### src/common/gc_pkg.sv
// Shared widths, seeds, store layout and enumerations for the free-XOR garbler
// Imported by every RTL block and by the testbench reference model

`default_nettype none

package gc_pkg;

	localparam int LABEL_W    = 32;  // Wire label width
	localparam int WIRE_W     = 8;   // Wire and gate index width
	localparam int NUM_WIRES  = 256; // Entries per label store
	localparam int MASK_IDX_W = $clog2(LABEL_W);

	// Input store layout, addresses 0 and 1 hold the constant labels
	localparam logic [WIRE_W-1:0] CONST_OFFSET = 8'd2;
	localparam logic [WIRE_W-1:0] CONST_ZERO   = 8'd254; // Maps to address 0
	localparam logic [WIRE_W-1:0] CONST_ONE    = 8'd255; // Maps to address 1

	// Lane start states, must be nonzero for xorshift
	localparam logic [LABEL_W-1:0] SEED0 = 32'h2545_f491;
	localparam logic [LABEL_W-1:0] SEED1 = 32'h9e37_79b9;

	typedef enum logic [1:0] {
		GATE_XOR  = 2'd0,
		GATE_XNOR = 2'd1,
		GATE_NOT  = 2'd2
	} gate_op_e;

	// Bit 2 set marks an input label record, bits 1:0 name the lanes
	typedef enum logic [2:0] {
		TAG_NONE  = 3'd0,
		TAG_KEYS  = 3'd1,
		TAG_MASKS = 3'd3,
		TAG_IN0   = 3'd5,
		TAG_IN1   = 3'd6,
		TAG_IN01  = 3'd7
	} tag_e;

	typedef enum {
		IDLE,
		KEYS,
		CONSTS,
		GARBLE,
		DRAIN,
		MASKS
	} ctrl_state_e;

	typedef enum logic {
		SRC_INPUT = 1'b0,
		SRC_GATE  = 1'b1
	} label_src_e;

endpackage

`default_nettype wire
### src/common/label_port_if.sv
// Write, read and written-flag signals of one label store
// The modports split the signals between the store, the control and the XOR unit

`timescale 1ns/10ps
`default_nettype none

interface label_port_if;
	import gc_pkg::*;

	logic               clr;
	logic               wr_en0;
	logic [WIRE_W-1:0]  wr_addr0;
	logic [LABEL_W-1:0] wr_data0;
	logic               wr_en1;
	logic [WIRE_W-1:0]  wr_addr1;
	logic [LABEL_W-1:0] wr_data1;
	logic [WIRE_W-1:0]  rd_addr0;
	logic [WIRE_W-1:0]  rd_addr1;
	logic [LABEL_W-1:0] rd_data0;
	logic [LABEL_W-1:0] rd_data1;
	logic               written0;
	logic               written1;

	modport store (input clr, wr_en0, wr_addr0, wr_data0, wr_en1, wr_addr1, wr_data1,
		input rd_addr0, rd_addr1, output rd_data0, rd_data1, written0, written1);

	// Writes plus read addresses, used where generation decides on the flags
	modport ctrl (output clr, wr_en0, wr_addr0, wr_data0, wr_en1, wr_addr1, wr_data1,
		output rd_addr0, rd_addr1, input written0, written1);

	modport writer (output clr, wr_en0, wr_addr0, wr_data0, wr_en1, wr_addr1, wr_data1,
		input written0, written1, rd_data0, rd_data1);

	modport rd_addr (output rd_addr0, rd_addr1);
	modport data (input rd_data0, rd_data1); // Read data only
endinterface

`default_nettype wire

### src/garbler/garble_ctrl.sv
// Sequencer of a garbling run: keys, constant labels, gate acceptance and masks
// Generates missing input labels on demand, issues gates to the XOR unit and
// drives the registered tagged output stream

`timescale 1ns/10ps
`default_nettype none

module garble_ctrl (
	input  logic                       clk,
	input  logic                       rst,
	input  logic                       start,
	input  logic                       gate_valid,
	input  gc_pkg::gate_op_e           gate_op,
	input  logic [gc_pkg::WIRE_W-1:0]  gate_in0,
	input  logic [gc_pkg::WIRE_W-1:0]  gate_in1,
	input  logic                       gate_in0_pi,
	input  logic                       gate_in1_pi,
	input  logic                       gate_is_output,
	input  logic                       gate_last,
	input  logic [gc_pkg::LABEL_W-1:0] label0,
	input  logic [gc_pkg::LABEL_W-1:0] label1,
	label_port_if.ctrl                 in_port,
	label_port_if.rd_addr              gate_rd,
	output logic                       gate_ready,
	output logic                       gen_en0,
	output logic                       gen_en1,
	output logic [gc_pkg::LABEL_W-1:0] r_label,
	output logic                       issue_valid,
	output gc_pkg::gate_op_e           issue_op,
	output gc_pkg::label_src_e         issue_src0,
	output gc_pkg::label_src_e         issue_src1,
	output logic [gc_pkg::WIRE_W-1:0]  issue_gid,
	output logic                       issue_is_output,
	output gc_pkg::tag_e               tag,
	output logic [gc_pkg::WIRE_W-1:0]  index0,
	output logic [gc_pkg::WIRE_W-1:0]  index1,
	output logic [gc_pkg::LABEL_W-1:0] data0,
	output logic [gc_pkg::LABEL_W-1:0] data1,
	input  logic [gc_pkg::LABEL_W-1:0] mask,
	input  logic [gc_pkg::WIRE_W-1:0]  out_count
);
	import gc_pkg::*;

	ctrl_state_e        state;
	ctrl_state_e        state_nxt;
	logic               accept;
	logic [WIRE_W-1:0]  addr0;
	logic [WIRE_W-1:0]  addr1;
	logic               need0;
	logic               need1;
	logic [WIRE_W-1:0]  gid;
	logic [LABEL_W-1:0] r_new;
	tag_e               tag_nxt;
	logic [WIRE_W-1:0]  index0_nxt;
	logic [WIRE_W-1:0]  index1_nxt;
	logic [LABEL_W-1:0] data0_nxt;
	logic [LABEL_W-1:0] data1_nxt;

	assign gate_ready = (state == GARBLE);
	assign accept     = gate_ready & gate_valid;
	assign r_new      = {label0[LABEL_W-1:1], 1'b1}; // Free-XOR needs R[0] set

	// Input addresses wrap, so CONST_ZERO and CONST_ONE hit entries 0 and 1
	assign addr0 = gate_in0 + CONST_OFFSET;
	assign addr1 = gate_in1 + CONST_OFFSET;

	assign in_port.rd_addr0 = addr0;
	assign in_port.rd_addr1 = addr1;
	assign gate_rd.rd_addr0 = gate_in0;
	assign gate_rd.rd_addr1 = gate_in1;

	// A label is generated on the first use of a primary input only
	assign need0 = accept & gate_in0_pi & ~in_port.written0
		& (gate_in0 != CONST_ZERO) & (gate_in0 != CONST_ONE);
	assign need1 = accept & gate_in1_pi & (gate_op != GATE_NOT) & ~in_port.written1
		& (gate_in1 != CONST_ZERO) & (gate_in1 != CONST_ONE);

	always_comb begin
		state_nxt        = state;
		in_port.clr      = 1'b0;
		gen_en0          = 1'b0;
		gen_en1          = 1'b0;
		in_port.wr_en0   = 1'b0;
		in_port.wr_en1   = 1'b0;
		in_port.wr_addr0 = addr0;
		in_port.wr_addr1 = addr1;
		in_port.wr_data0 = label0;
		in_port.wr_data1 = label1;
		tag_nxt          = TAG_NONE;
		index0_nxt       = '1;
		index1_nxt       = '1;
		data0_nxt        = label0;
		data1_nxt        = label1;

		case (state)
			IDLE: begin
				in_port.clr = start; // Fresh run forgets earlier input labels
				if (start)
					state_nxt = KEYS;
			end
			KEYS: begin
				gen_en0   = 1'b1;
				tag_nxt   = TAG_KEYS;
				data0_nxt = r_new; // data1 keeps lane 1 as second key material
				state_nxt = CONSTS;
			end
			CONSTS: begin
				gen_en0          = 1'b1;
				gen_en1          = 1'b1;
				in_port.wr_en0   = 1'b1;
				in_port.wr_en1   = 1'b1;
				in_port.wr_addr0 = '0;
				in_port.wr_addr1 = WIRE_W'(1);
				tag_nxt          = TAG_IN01;
				index0_nxt       = '0;
				index1_nxt       = WIRE_W'(1);
				state_nxt        = GARBLE;
			end
			GARBLE: begin
				gen_en0        = need0;
				gen_en1        = need1;
				in_port.wr_en0 = need0;
				in_port.wr_en1 = need1;
				if (need0 | need1) begin
					tag_nxt = tag_e'({1'b1, need1, need0});
					if (need0)
						index0_nxt = addr0;
					if (need1)
						index1_nxt = addr1;
				end
				if (accept & gate_last)
					state_nxt = DRAIN;
			end
			DRAIN: state_nxt = MASKS; // Last mask bit lands here
			MASKS: begin
				tag_nxt   = TAG_MASKS;
				data0_nxt = mask;
				data1_nxt = LABEL_W'(out_count);
				state_nxt = IDLE;
			end
			default: state_nxt = IDLE;
		endcase
	end

	always_ff @(posedge clk or posedge rst) begin
		if (rst) begin
			state       <= IDLE;
			gid         <= '0;
			issue_valid <= 1'b0;
			tag         <= TAG_NONE;
			index0      <= '1;
			index1      <= '1;
		end else begin
			state       <= state_nxt;
			issue_valid <= accept;
			tag         <= tag_nxt;
			index0      <= index0_nxt;
			index1      <= index1_nxt;
			if (state == IDLE && start)
				gid <= '0;
			else if (accept)
				gid <= gid + WIRE_W'(1);
		end
	end

	always_ff @(posedge clk) begin
		data0 <= data0_nxt;
		data1 <= data1_nxt;
		if (state == KEYS)
			r_label <= r_new;
		if (accept) begin
			issue_op        <= gate_op;
			issue_src0      <= gate_in0_pi ? SRC_INPUT : SRC_GATE;
			issue_src1      <= gate_in1_pi ? SRC_INPUT : SRC_GATE;
			issue_gid       <= gid;
			issue_is_output <= gate_is_output;
		end
	end

endmodule

`default_nettype wire

### src/flat_wrapper.sv
// flat-port wrapper written by rule: the top's interface ports become plain ports
module garble_ctrl_flat import gc_pkg::*;
  (clk, rst, start, gate_valid, gate_op, gate_in0, gate_in1, gate_in0_pi, gate_in1_pi, gate_is_output, gate_last, label0, label1, gate_ready, gen_en0, gen_en1, r_label, issue_valid, issue_op, issue_src0, issue_src1, issue_gid, issue_is_output, tag, index0, index1, data0, data1, mask, out_count, in_port_clr, in_port_wr_en0, in_port_wr_addr0, in_port_wr_data0, in_port_wr_en1, in_port_wr_addr1, in_port_wr_data1, in_port_rd_addr0, in_port_rd_addr1, in_port_written0, in_port_written1, gate_rd_rd_addr0, gate_rd_rd_addr1);
  label_port_if in_port_i ();
  label_port_if gate_rd_i ();
  input  logic clk;
  input  logic rst;
  input  logic start;
  input  logic gate_valid;
  input  gc_pkg::gate_op_e gate_op;
  input  logic [gc_pkg::WIRE_W-1:0] gate_in0;
  input  logic [gc_pkg::WIRE_W-1:0] gate_in1;
  input  logic gate_in0_pi;
  input  logic gate_in1_pi;
  input  logic gate_is_output;
  input  logic gate_last;
  input  logic [gc_pkg::LABEL_W-1:0] label0;
  input  logic [gc_pkg::LABEL_W-1:0] label1;
  output logic gate_ready;
  output logic gen_en0;
  output logic gen_en1;
  output logic [gc_pkg::LABEL_W-1:0] r_label;
  output logic issue_valid;
  output gc_pkg::gate_op_e issue_op;
  output gc_pkg::label_src_e issue_src0;
  output gc_pkg::label_src_e issue_src1;
  output logic [gc_pkg::WIRE_W-1:0] issue_gid;
  output logic issue_is_output;
  output gc_pkg::tag_e tag;
  output logic [gc_pkg::WIRE_W-1:0] index0;
  output logic [gc_pkg::WIRE_W-1:0] index1;
  output logic [gc_pkg::LABEL_W-1:0] data0;
  output logic [gc_pkg::LABEL_W-1:0] data1;
  input  logic [gc_pkg::LABEL_W-1:0] mask;
  input  logic [gc_pkg::WIRE_W-1:0] out_count;
  output wire logic [$bits(in_port_i.clr)-1:0] in_port_clr;
  output wire logic [$bits(in_port_i.wr_en0)-1:0] in_port_wr_en0;
  output wire logic [$bits(in_port_i.wr_addr0)-1:0] in_port_wr_addr0;
  output wire logic [$bits(in_port_i.wr_data0)-1:0] in_port_wr_data0;
  output wire logic [$bits(in_port_i.wr_en1)-1:0] in_port_wr_en1;
  output wire logic [$bits(in_port_i.wr_addr1)-1:0] in_port_wr_addr1;
  output wire logic [$bits(in_port_i.wr_data1)-1:0] in_port_wr_data1;
  output wire logic [$bits(in_port_i.rd_addr0)-1:0] in_port_rd_addr0;
  output wire logic [$bits(in_port_i.rd_addr1)-1:0] in_port_rd_addr1;
  input wire logic [$bits(in_port_i.written0)-1:0] in_port_written0;
  input wire logic [$bits(in_port_i.written1)-1:0] in_port_written1;
  output wire logic [$bits(gate_rd_i.rd_addr0)-1:0] gate_rd_rd_addr0;
  output wire logic [$bits(gate_rd_i.rd_addr1)-1:0] gate_rd_rd_addr1;
  assign in_port_clr = in_port_i.clr;
  assign in_port_wr_en0 = in_port_i.wr_en0;
  assign in_port_wr_addr0 = in_port_i.wr_addr0;
  assign in_port_wr_data0 = in_port_i.wr_data0;
  assign in_port_wr_en1 = in_port_i.wr_en1;
  assign in_port_wr_addr1 = in_port_i.wr_addr1;
  assign in_port_wr_data1 = in_port_i.wr_data1;
  assign in_port_rd_addr0 = in_port_i.rd_addr0;
  assign in_port_rd_addr1 = in_port_i.rd_addr1;
  assign in_port_i.written0 = in_port_written0;
  assign in_port_i.written1 = in_port_written1;
  assign gate_rd_rd_addr0 = gate_rd_i.rd_addr0;
  assign gate_rd_rd_addr1 = gate_rd_i.rd_addr1;
  garble_ctrl u_core (.clk(clk), .rst(rst), .start(start), .gate_valid(gate_valid), .gate_op(gate_op), .gate_in0(gate_in0), .gate_in1(gate_in1), .gate_in0_pi(gate_in0_pi), .gate_in1_pi(gate_in1_pi), .gate_is_output(gate_is_output), .gate_last(gate_last), .label0(label0), .label1(label1), .in_port(in_port_i), .gate_rd(gate_rd_i), .gate_ready(gate_ready), .gen_en0(gen_en0), .gen_en1(gen_en1), .r_label(r_label), .issue_valid(issue_valid), .issue_op(issue_op), .issue_src0(issue_src0), .issue_src1(issue_src1), .issue_gid(issue_gid), .issue_is_output(issue_is_output), .tag(tag), .index0(index0), .index1(index1), .data0(data0), .data1(data1), .mask(mask), .out_count(out_count));
endmodule
### config.mk
export PLATFORM = sky130hd
export DESIGN_NAME = garble_ctrl_flat
export DESIGN_NICKNAME = d
export VERILOG_FILES = /design/src/common/gc_pkg.sv /design/src/common/label_port_if.sv /design/src/garbler/garble_ctrl.sv /design/src/flat_wrapper.sv
export SDC_FILE = /design/constraint.sdc
export NUM_CORES = 1
export LEC_CHECK = 0
export BUFFER_PORTS_ARGS = -buffer_cell sky130_fd_sc_hd__buf_2
export CAP_MARGIN = 5
export CORE_AREA = 2 2 146 148
export DETAILED_ROUTE_END_ITERATION = 6
export DIE_AREA = 0 0 148 150
export GPL_TIMING_DRIVEN = 0
export HOLD_SLACK_MARGIN = 0.1
export PLACE_DENSITY = 0.59
export SLEW_MARGIN = 20
export SYNTH_ARGS = -nofsm -noshare
export SYNTH_HDL_FRONTEND = slang
export SYNTH_SLANG_ARGS = --single-unit
### constraint.sdc
create_clock -name clk -period 3.1 [get_ports clk]
set_clock_uncertainty 0.1 [all_clocks]
set_input_delay 0.155 -clock clk [delete_from_list [all_inputs] [get_ports clk]]
set_output_delay 0.155 -clock clk [all_outputs]
set_load 0.02 [all_outputs]
==> results.md, run 1 <==
* Sequential power share at between 30 and 40%
* WHS Endpoint: u_core.index0[5]$_DFF_PP1_
* P_leak at ~0.0048 uW
* #FFs+latches synth at roughly 140
* Dpl cell area at about 7700 sq um
* Cells after Synth at ~440
* Post-synth top flop: dfxtp_1
* Gr usage total at 15.7%
* Hold depth at 4
* Clk root buf: clkbuf_16
* CTS max path bufs at 2
* Synthesis-to-layout area growth at 79.1%
* Synth cell types at 37
* Crit-path max FO at 10
* Final ANT Viol Nets at 0
* Clock Sinks at around 140
* DR vias/cell at 4.03
* YS warnings at 0
* TritonCTS buffer count at 17
* Port-buffer cells at around 380
* Die height at about 150 um
* 1st-pass router iterations at 4
* Crit end category: flop
* Arr. time, crit path at 2.86 ns
* Layout cell share with drive strength beyond 1 at 56.4%
* Initial antenna violation count at 0
* Core ar. at between 20000 and 25000 sq um
* Critical Path RT at 3.30 ns
* Min-delay src: gate_in0[4]
* Setup TNS at 0 ns
* First-pass GRT wire length at ~27000 um
* Worst Setup Start Kind: flop
* Gr ovfl total at 0
* WHS at ~0.14 ns
* Outcome: complete, no violations
* Post-synth EDFFs at 44
* Most frequent cells in the layout: 381 x buf_2, 147 x dlygate4sd3_1, 85 x buf_4
* Post-CTS resize count at 0
* Min Tclk post-route at about 2.7 ns
* Actual slew at the worst max-slew pin at 0.838 ns
* N_diodes at 0
* Worst min path class: primary input to flop
* RSZ-0062 raised after global routing: no
* Fmax at 376 MHz
* Worst r2r dst: u_core.data0[14]$_DFF_P_
* Commonest non-fill, non-tap cell in the layout: buf_2
* Die footprint at 22200 sq um
* Final setup viols at 0
* Reg clk slew, reported paths at around 0.06 ns
* Mapped Nets at ~570
* Die width at between 100 and 150 um
* DR DRC count at 0
* Final Hold Violating Endpoints at 0
* Post-DP HPWL at around 13000 um
* # IOs at around 380
* Number of nets in the layout at around 1100
* Combinational share of power at between 30% and 40%
* Final Slew Violations at 0
* Clock share of power at between 30% and 40%
* R2R setup slack at between 0.4 and 0.5 ns
* Final Util at between 40% and 50%
* PwrDens at 702 nW/um^2
* Switching portion of total power at between 30% and 40%
* Mean Syn Cell Area at 12.6 sq um
* Largest net degree at the start of global routing at 32
* Max_slew headroom at 44.0%
* Peak supply drop at around 0.37 mV
* Cell area after layout at between 9000 and 10000 sq um
* Kind of critical path: flop to flop
* Gpl congestion at approximately 0.75
* Mapped Area at approximately 5500 sq um
* Vias in the first global route at around 5000
* Register area share after synthesis at 62.0%
* Max Cap Viol at 0
* H-tree depth at 4
* R2R depth at 5
* Initial Util at 26.5%
* Ys async rst share at 22.3%
* DR iter-0 viols at 110
* Final period util at a little under nine tenths
* CTS tree: done
* Routed vias at ~5000
* Psw at approximately 2300 uW
* R2r startpoint: u_core.state[0]$_DFFE_PP0P_
* WL per Instance at ~15 um
* Internal power at 4560 uW
* Final wirelength at around 18000 um
* Worst skew pair latency at around 0.41 ns
* Row count at between 50 and 60
-- power groups by stage --
stage          sequential [uW]  combinational (uW)  clock [uW]
3_5_place_dp              2500                2120           0
2_1_floorplan             2920                 866           0
5_1_grt                   2500                2520        2230
3_3_place_gp              2510                2090           0
4_1_cts                   2470                2360        2150
6_report                  2470                2350        2090
-- logic make-up (layout without fill, tap and decap cells) --
kind of cell | after synthesis | count (layout) | share of synthesized area (%)
AOI/OAI and AO/OA | 19 | 19 | 2.17
xor gates and xnor gates | 17 | 17 | 2.72
adders and majority gates | 3 | 3 | 0.685
buffers and inverters | 115 | 672 | 13.8
DFF | 139 | 139 | 62.0
muxes | 39 | 39 | 8.01
other | 1 | 1 | 0.0684
and+or+nand+nor | 103 | 103 | 10.6
-- layout make-up --
type | count | area (sq um)
buffer | 96 | 684
inverter | 19 | 71.3
timing repair buffer | 525 | 3380
multi-input combinational | 182 | 1340
fill | 1883 | 10900
tap | 275 | 344
sequential | 139 | 3400
clock inverter | 12 | 163
clock buffer | 20 | 447
-- flip-flops by register name (all words and copies together) (netlist names), 2 cells and up --
signal and flops:
u_core.issue_op 2, u_core.issue_gid 8, u_core.tag 3, u_core.data0 32
u_core.r_label 31, u_core.index0 8, u_core.data1 32, u_core.state 3
u_core.gid 8, u_core.index1 8
-- metal layers --
metal	up-vias	track usage (%)	wire length, um
li1	2460	-	-
met1	2372	18.2	7420
met2	257	27.1	9240
met3	27	4.79	1390
met4	0	6.05	379
met5	-	0	0
-- cell usage after synthesis (2+ instances only) --
library cell  count  area share [%]
buf_4            85              12
dfxtp_1          64              23
edfxtp_1         44              24
mux2_2           39             8.0
and2_1           26             3.0
nor2_1           25             1.7
inv_1            18             1.2
dfstp_2          16             7.7
dfrtp_1          15             6.8
nand2_1          15             1.0
xor2_1           13             2.1
a21oi_1          11             1.0
nand3_1           8            0.73
and3_1            7            0.80
clkbuf_1          6            0.41
buf_2             4            0.37
nand2b_1          4            0.46
nand4_1           4            0.46
o21ai_0           4            0.37
xnor2_1           4            0.64
ha_1              3            0.68
and4_1            2            0.32
nor2b_1           2            0.23
nor3_1            2            0.18
nor4b_2           2            0.55
or3_1             2            0.23
-- through the flow --
step,instances,total power (uW),worst slack [ns]
final,1268,6900,0.438
after detailed placement,1089,4620,0.903
after floorplan,436,3790,0.393
after global routing,1268,7250,0.242
after global placement,1088,4590,-0.758
after CTS,1268,6980,0.361
-- worst max-delay path, stage by stage, from the launching register on --
cell and delay, ns:
dfrtp_1 0.35, buf_4 0.17, nand3b_1 0.49, clkbuf_1 0.48, mux2_2 0.39, dlygate4sd3_1 0.55
-- how the worst max path moves through the flow --
stage,start,to,slack (ns),cells after the start
after CTS,u_core.state[0]$_DFFE_PP0P_,u_core.data0[14]$_DFF_P_,0.36,5
after global placement,u_core.state[1]$_DFFE_PP0P_,gen_en0,-0.76,5
final,u_core.state[0]$_DFFE_PP0P_,u_core.data0[14]$_DFF_P_,0.44,5
after detailed placement,u_core.state[0]$_DFFE_PP0P_,u_core.data0[28]$_DFF_P_,0.90,4
after floorplan,u_core.state[1]$_DFFE_PP0P_,gen_en0,0.39,4
after global routing,u_core.state[0]$_DFFE_PP0P_,u_core.data0[14]$_DFF_P_,0.24,5
-- timing repair --
item | 4_1_cts | 5_1_grt
endpoints found under the hold margin | 141 | 0
hold buffers | 147 | 0
setup buffers | 0 | 0
No activity file was read; power rests on OpenSTA's default activity.
==> run 2: changes to the inputs <==
--- a/config.mk
+++ b/config.mk
@@ -5,14 +5,14 @@
 export SDC_FILE = /design/constraint.sdc
 export NUM_CORES = 1
 export LEC_CHECK = 0
-export BUFFER_PORTS_ARGS = -buffer_cell sky130_fd_sc_hd__buf_2
 export CAP_MARGIN = 5
-export CORE_AREA = 2 2 146 148
+export CORE_AREA = 2 2 148 150
 export DETAILED_ROUTE_END_ITERATION = 6
-export DIE_AREA = 0 0 148 150
+export DIE_AREA = 0 0 150 152
+export DONT_BUFFER_PORTS = 1
 export GPL_TIMING_DRIVEN = 0
 export HOLD_SLACK_MARGIN = 0.1
-export PLACE_DENSITY = 0.59
+export PLACE_DENSITY = 0.42
 export SLEW_MARGIN = 20
 export SYNTH_ARGS = -nofsm -noshare
 export SYNTH_HDL_FRONTEND = slang
==> run 2 against run 1 <==
  * Critical path depth is the same
  * Highest routed layer unchanged
  * Die area up 2.7%
  * Hold slack got worse by 0.0052 ns
  * Critical endpoint is now u_core.data1[5]$_DFF_P_
==> results.md, run 2 (synthesis results as in run 1) <==
* Outcome: complete, no violations
* Worst Setup Start Kind: flop
* Buf+Inv Stages, Crit Path at 3
* Peak supply drop at approximately 0.32 mV
* DR vias/cell at between 4 and 5
* Gr usage total at a little over an eighth
* Worst min path class: primary input to flop
* Row count at 54
* H-tree depth at 4
* CP delay by family, top: buffers and inverters
* Kind of critical path: flop to flop
* Initial antenna violation count at 0
* Clock share of power at 31.6%
* Initial Util at between 20 and 30%
* Min Tclk post-route at about 2.5 ns
* Clock Sinks at between 100 and 150
* Final period util at between 80% and 90%
* Internal power at 4160 uW
* Final Hold Violating Endpoints at 0
* Gpl congestion at 0.754
* Max Cap Viol at 0
* Die height at 152 um
* Gr ovfl total at 0
* Worst skew pair latency at 0.41 ns
* CTS max path bufs at 2
* Worst Setup SP: u_core.state[0]$_DFFE_PP0P_
* Largest net degree at the start of global routing at 32
* Crit path max-delay cell type: dlygate4sd3_1
* Vias in the first global route at 3977
* RSZ-0062 raised after global routing: no
* Die width at around 150 um
* Arr. time, crit path at 2.72 ns
* Sequential power share at a little under half
* Min-delay src: gate_in1[6]
* Final Slew Violations at 0
* Reg clk slew, reported paths at ~0.060 ns
* CP max stage delay at about 0.56 ns
* Synthesis-to-layout area growth at 45.4%
* Setup ws final at around 0.57 ns
* Final ANT Viol Nets at 0
* Layout cell share with drive strength beyond 1 at a little under 30%
* Commonest non-fill, non-tap cell in the layout: dlygate4sd3_1
* Clk root buf: clkbuf_16
* P_leak at around 0.0033 uW
* Combinational share of power at 21.7%
* Max_slew headroom at ~49%
* Port-buffer cells at 0
* WL per Instance at between 15 and 20 um
* Number of nets in the layout at 742
* Dpl cell area at roughly 5900 sq um
* Crit end category: flop
* Crit-path cells: buf_4 > nand3b_1 > buf_2 > mux2_2 > dlygate4sd3_1
* Cell area after layout at ~8000 sq um
* Post-DP HPWL at about 11000 um
* Final wirelength at approximately 16000 um
* Core ar. at 21400 sq um
* # IOs at 379
* Die footprint at approximately 23000 sq um
* Fill count at ~2000
* TritonCTS buffer count at 17
* Final setup viols at 0
* 1st-pass router iterations at 4
* Crit-path max FO at 10
* Setup TNS at 0 ns
* Regs by FF count: u_core.data0 x32, u_core.data1 x32, u_core.r_label x31
* DR iter-0 viols at 135
* R2r startpoint: u_core.state[0]$_DFFE_PP0P_
* Switching portion of total power at 34.9%
* DR DRC count at 0
* First-pass GRT wire length at 23300 um
* Psw at approximately 2200 uW
* Worst slack, placed at 0.948 ns
* Final Util at 37.3%
* CTS tree: done
* Most frequent cells in the layout: 150 x dlygate4sd3_1, 85 x buf_4, 64 x dfxtp_1
* Post-CTS resize count at 0
* Actual slew at the worst max-slew pin at around 0.76 ns
* N_diodes at 0
* Critical Path RT at 3.29 ns
* PwrDens at 801 nW/um^2
* Fmax at just under 400 MHz
* Routed vias at roughly 3700
-- run 2: metal layers --
layer	up-vias	share of wire [%]	wire length, um	track usage (%)
li1	1717	-	-	-
met1	1795	38	6090	14.8
met4	0	1.4	229	4.81
met2	219	53	8500	24.6
met3	14	7.6	1210	4.08
met5	-	0	0	0
-- run 2: layout make-up --
cell class              instances  area [sq um]  area share, %
plain buffers                  96           684           8.59
clock buffers                  18           429           5.38
multi-input cells             182          1350           16.9
repair buffers                152          1530           19.2
clock inverters                14           159           1.99
well taps                     280           350           4.40
inverters                      19          71.3          0.895
flip-flops and latches        139          3400           42.6
-- run 2: path summary, 6_finish.rpt --
kind | slack [ns] | endpoint | cells past startpoint
min in group asynchronous | 0.20 | u_core.gid[0]$_DFFE_PP0P_ | 2
min | 0.13 | u_core.index1[5]$_DFF_PP1_ | 3
min reg2reg | 0.38 | u_core.issue_gid[7]$_DFFE_PN_ | 0
max | 0.57 | u_core.data1[5]$_DFF_P_ | 5
max in group asynchronous | 2.27 | u_core.tag[0]$_DFF_PP0_ | 2
max reg2reg | 0.57 | u_core.data1[5]$_DFF_P_ | 5
-- run 2: stage by stage --
| step | power [uW] | hold WS, ns | instances |
|---|---|---|---|
| finish | 6390 | 0.131 | 900 |
| global route | 6720 | 0.162 | 900 |
| CTS | 6480 | 0.123 | 900 |
| detailed placement | 4140 | 0.0719 | 718 |
| global placement | 4100 | 0.117 | 716 |
| floorplan | 3790 | 0.107 | 436 |
-- run 2: what timing repair did --
| item | CTS | global route |
|---|---|---|
| setup buffers | 0 | 0 |
| endpoints found under the hold margin | 161 | 0 |
| hold buffers | 150 | 0 |
-- run 2: worst register-to-register path: stages (launching register included) --
cell           delay [ns]
dfrtp_1              0.36
buf_4                0.17
nand3b_1             0.48
buf_2                0.38
mux2_2               0.37
dlygate4sd3_1        0.56
-- run 2: power by group through the flow --
stage / Combinational, uW / Clock, uW / Sequential (uW)
2_1_floorplan: 866 / 0 / 2920
3_3_place_gp: 1050 / 0 / 3050
3_5_place_dp: 1110 / 0 / 3030
4_1_cts: 1400 / 2080 / 2990
5_1_grt: 1520 / 2180 / 3010
6_report: 1390 / 2010 / 2980
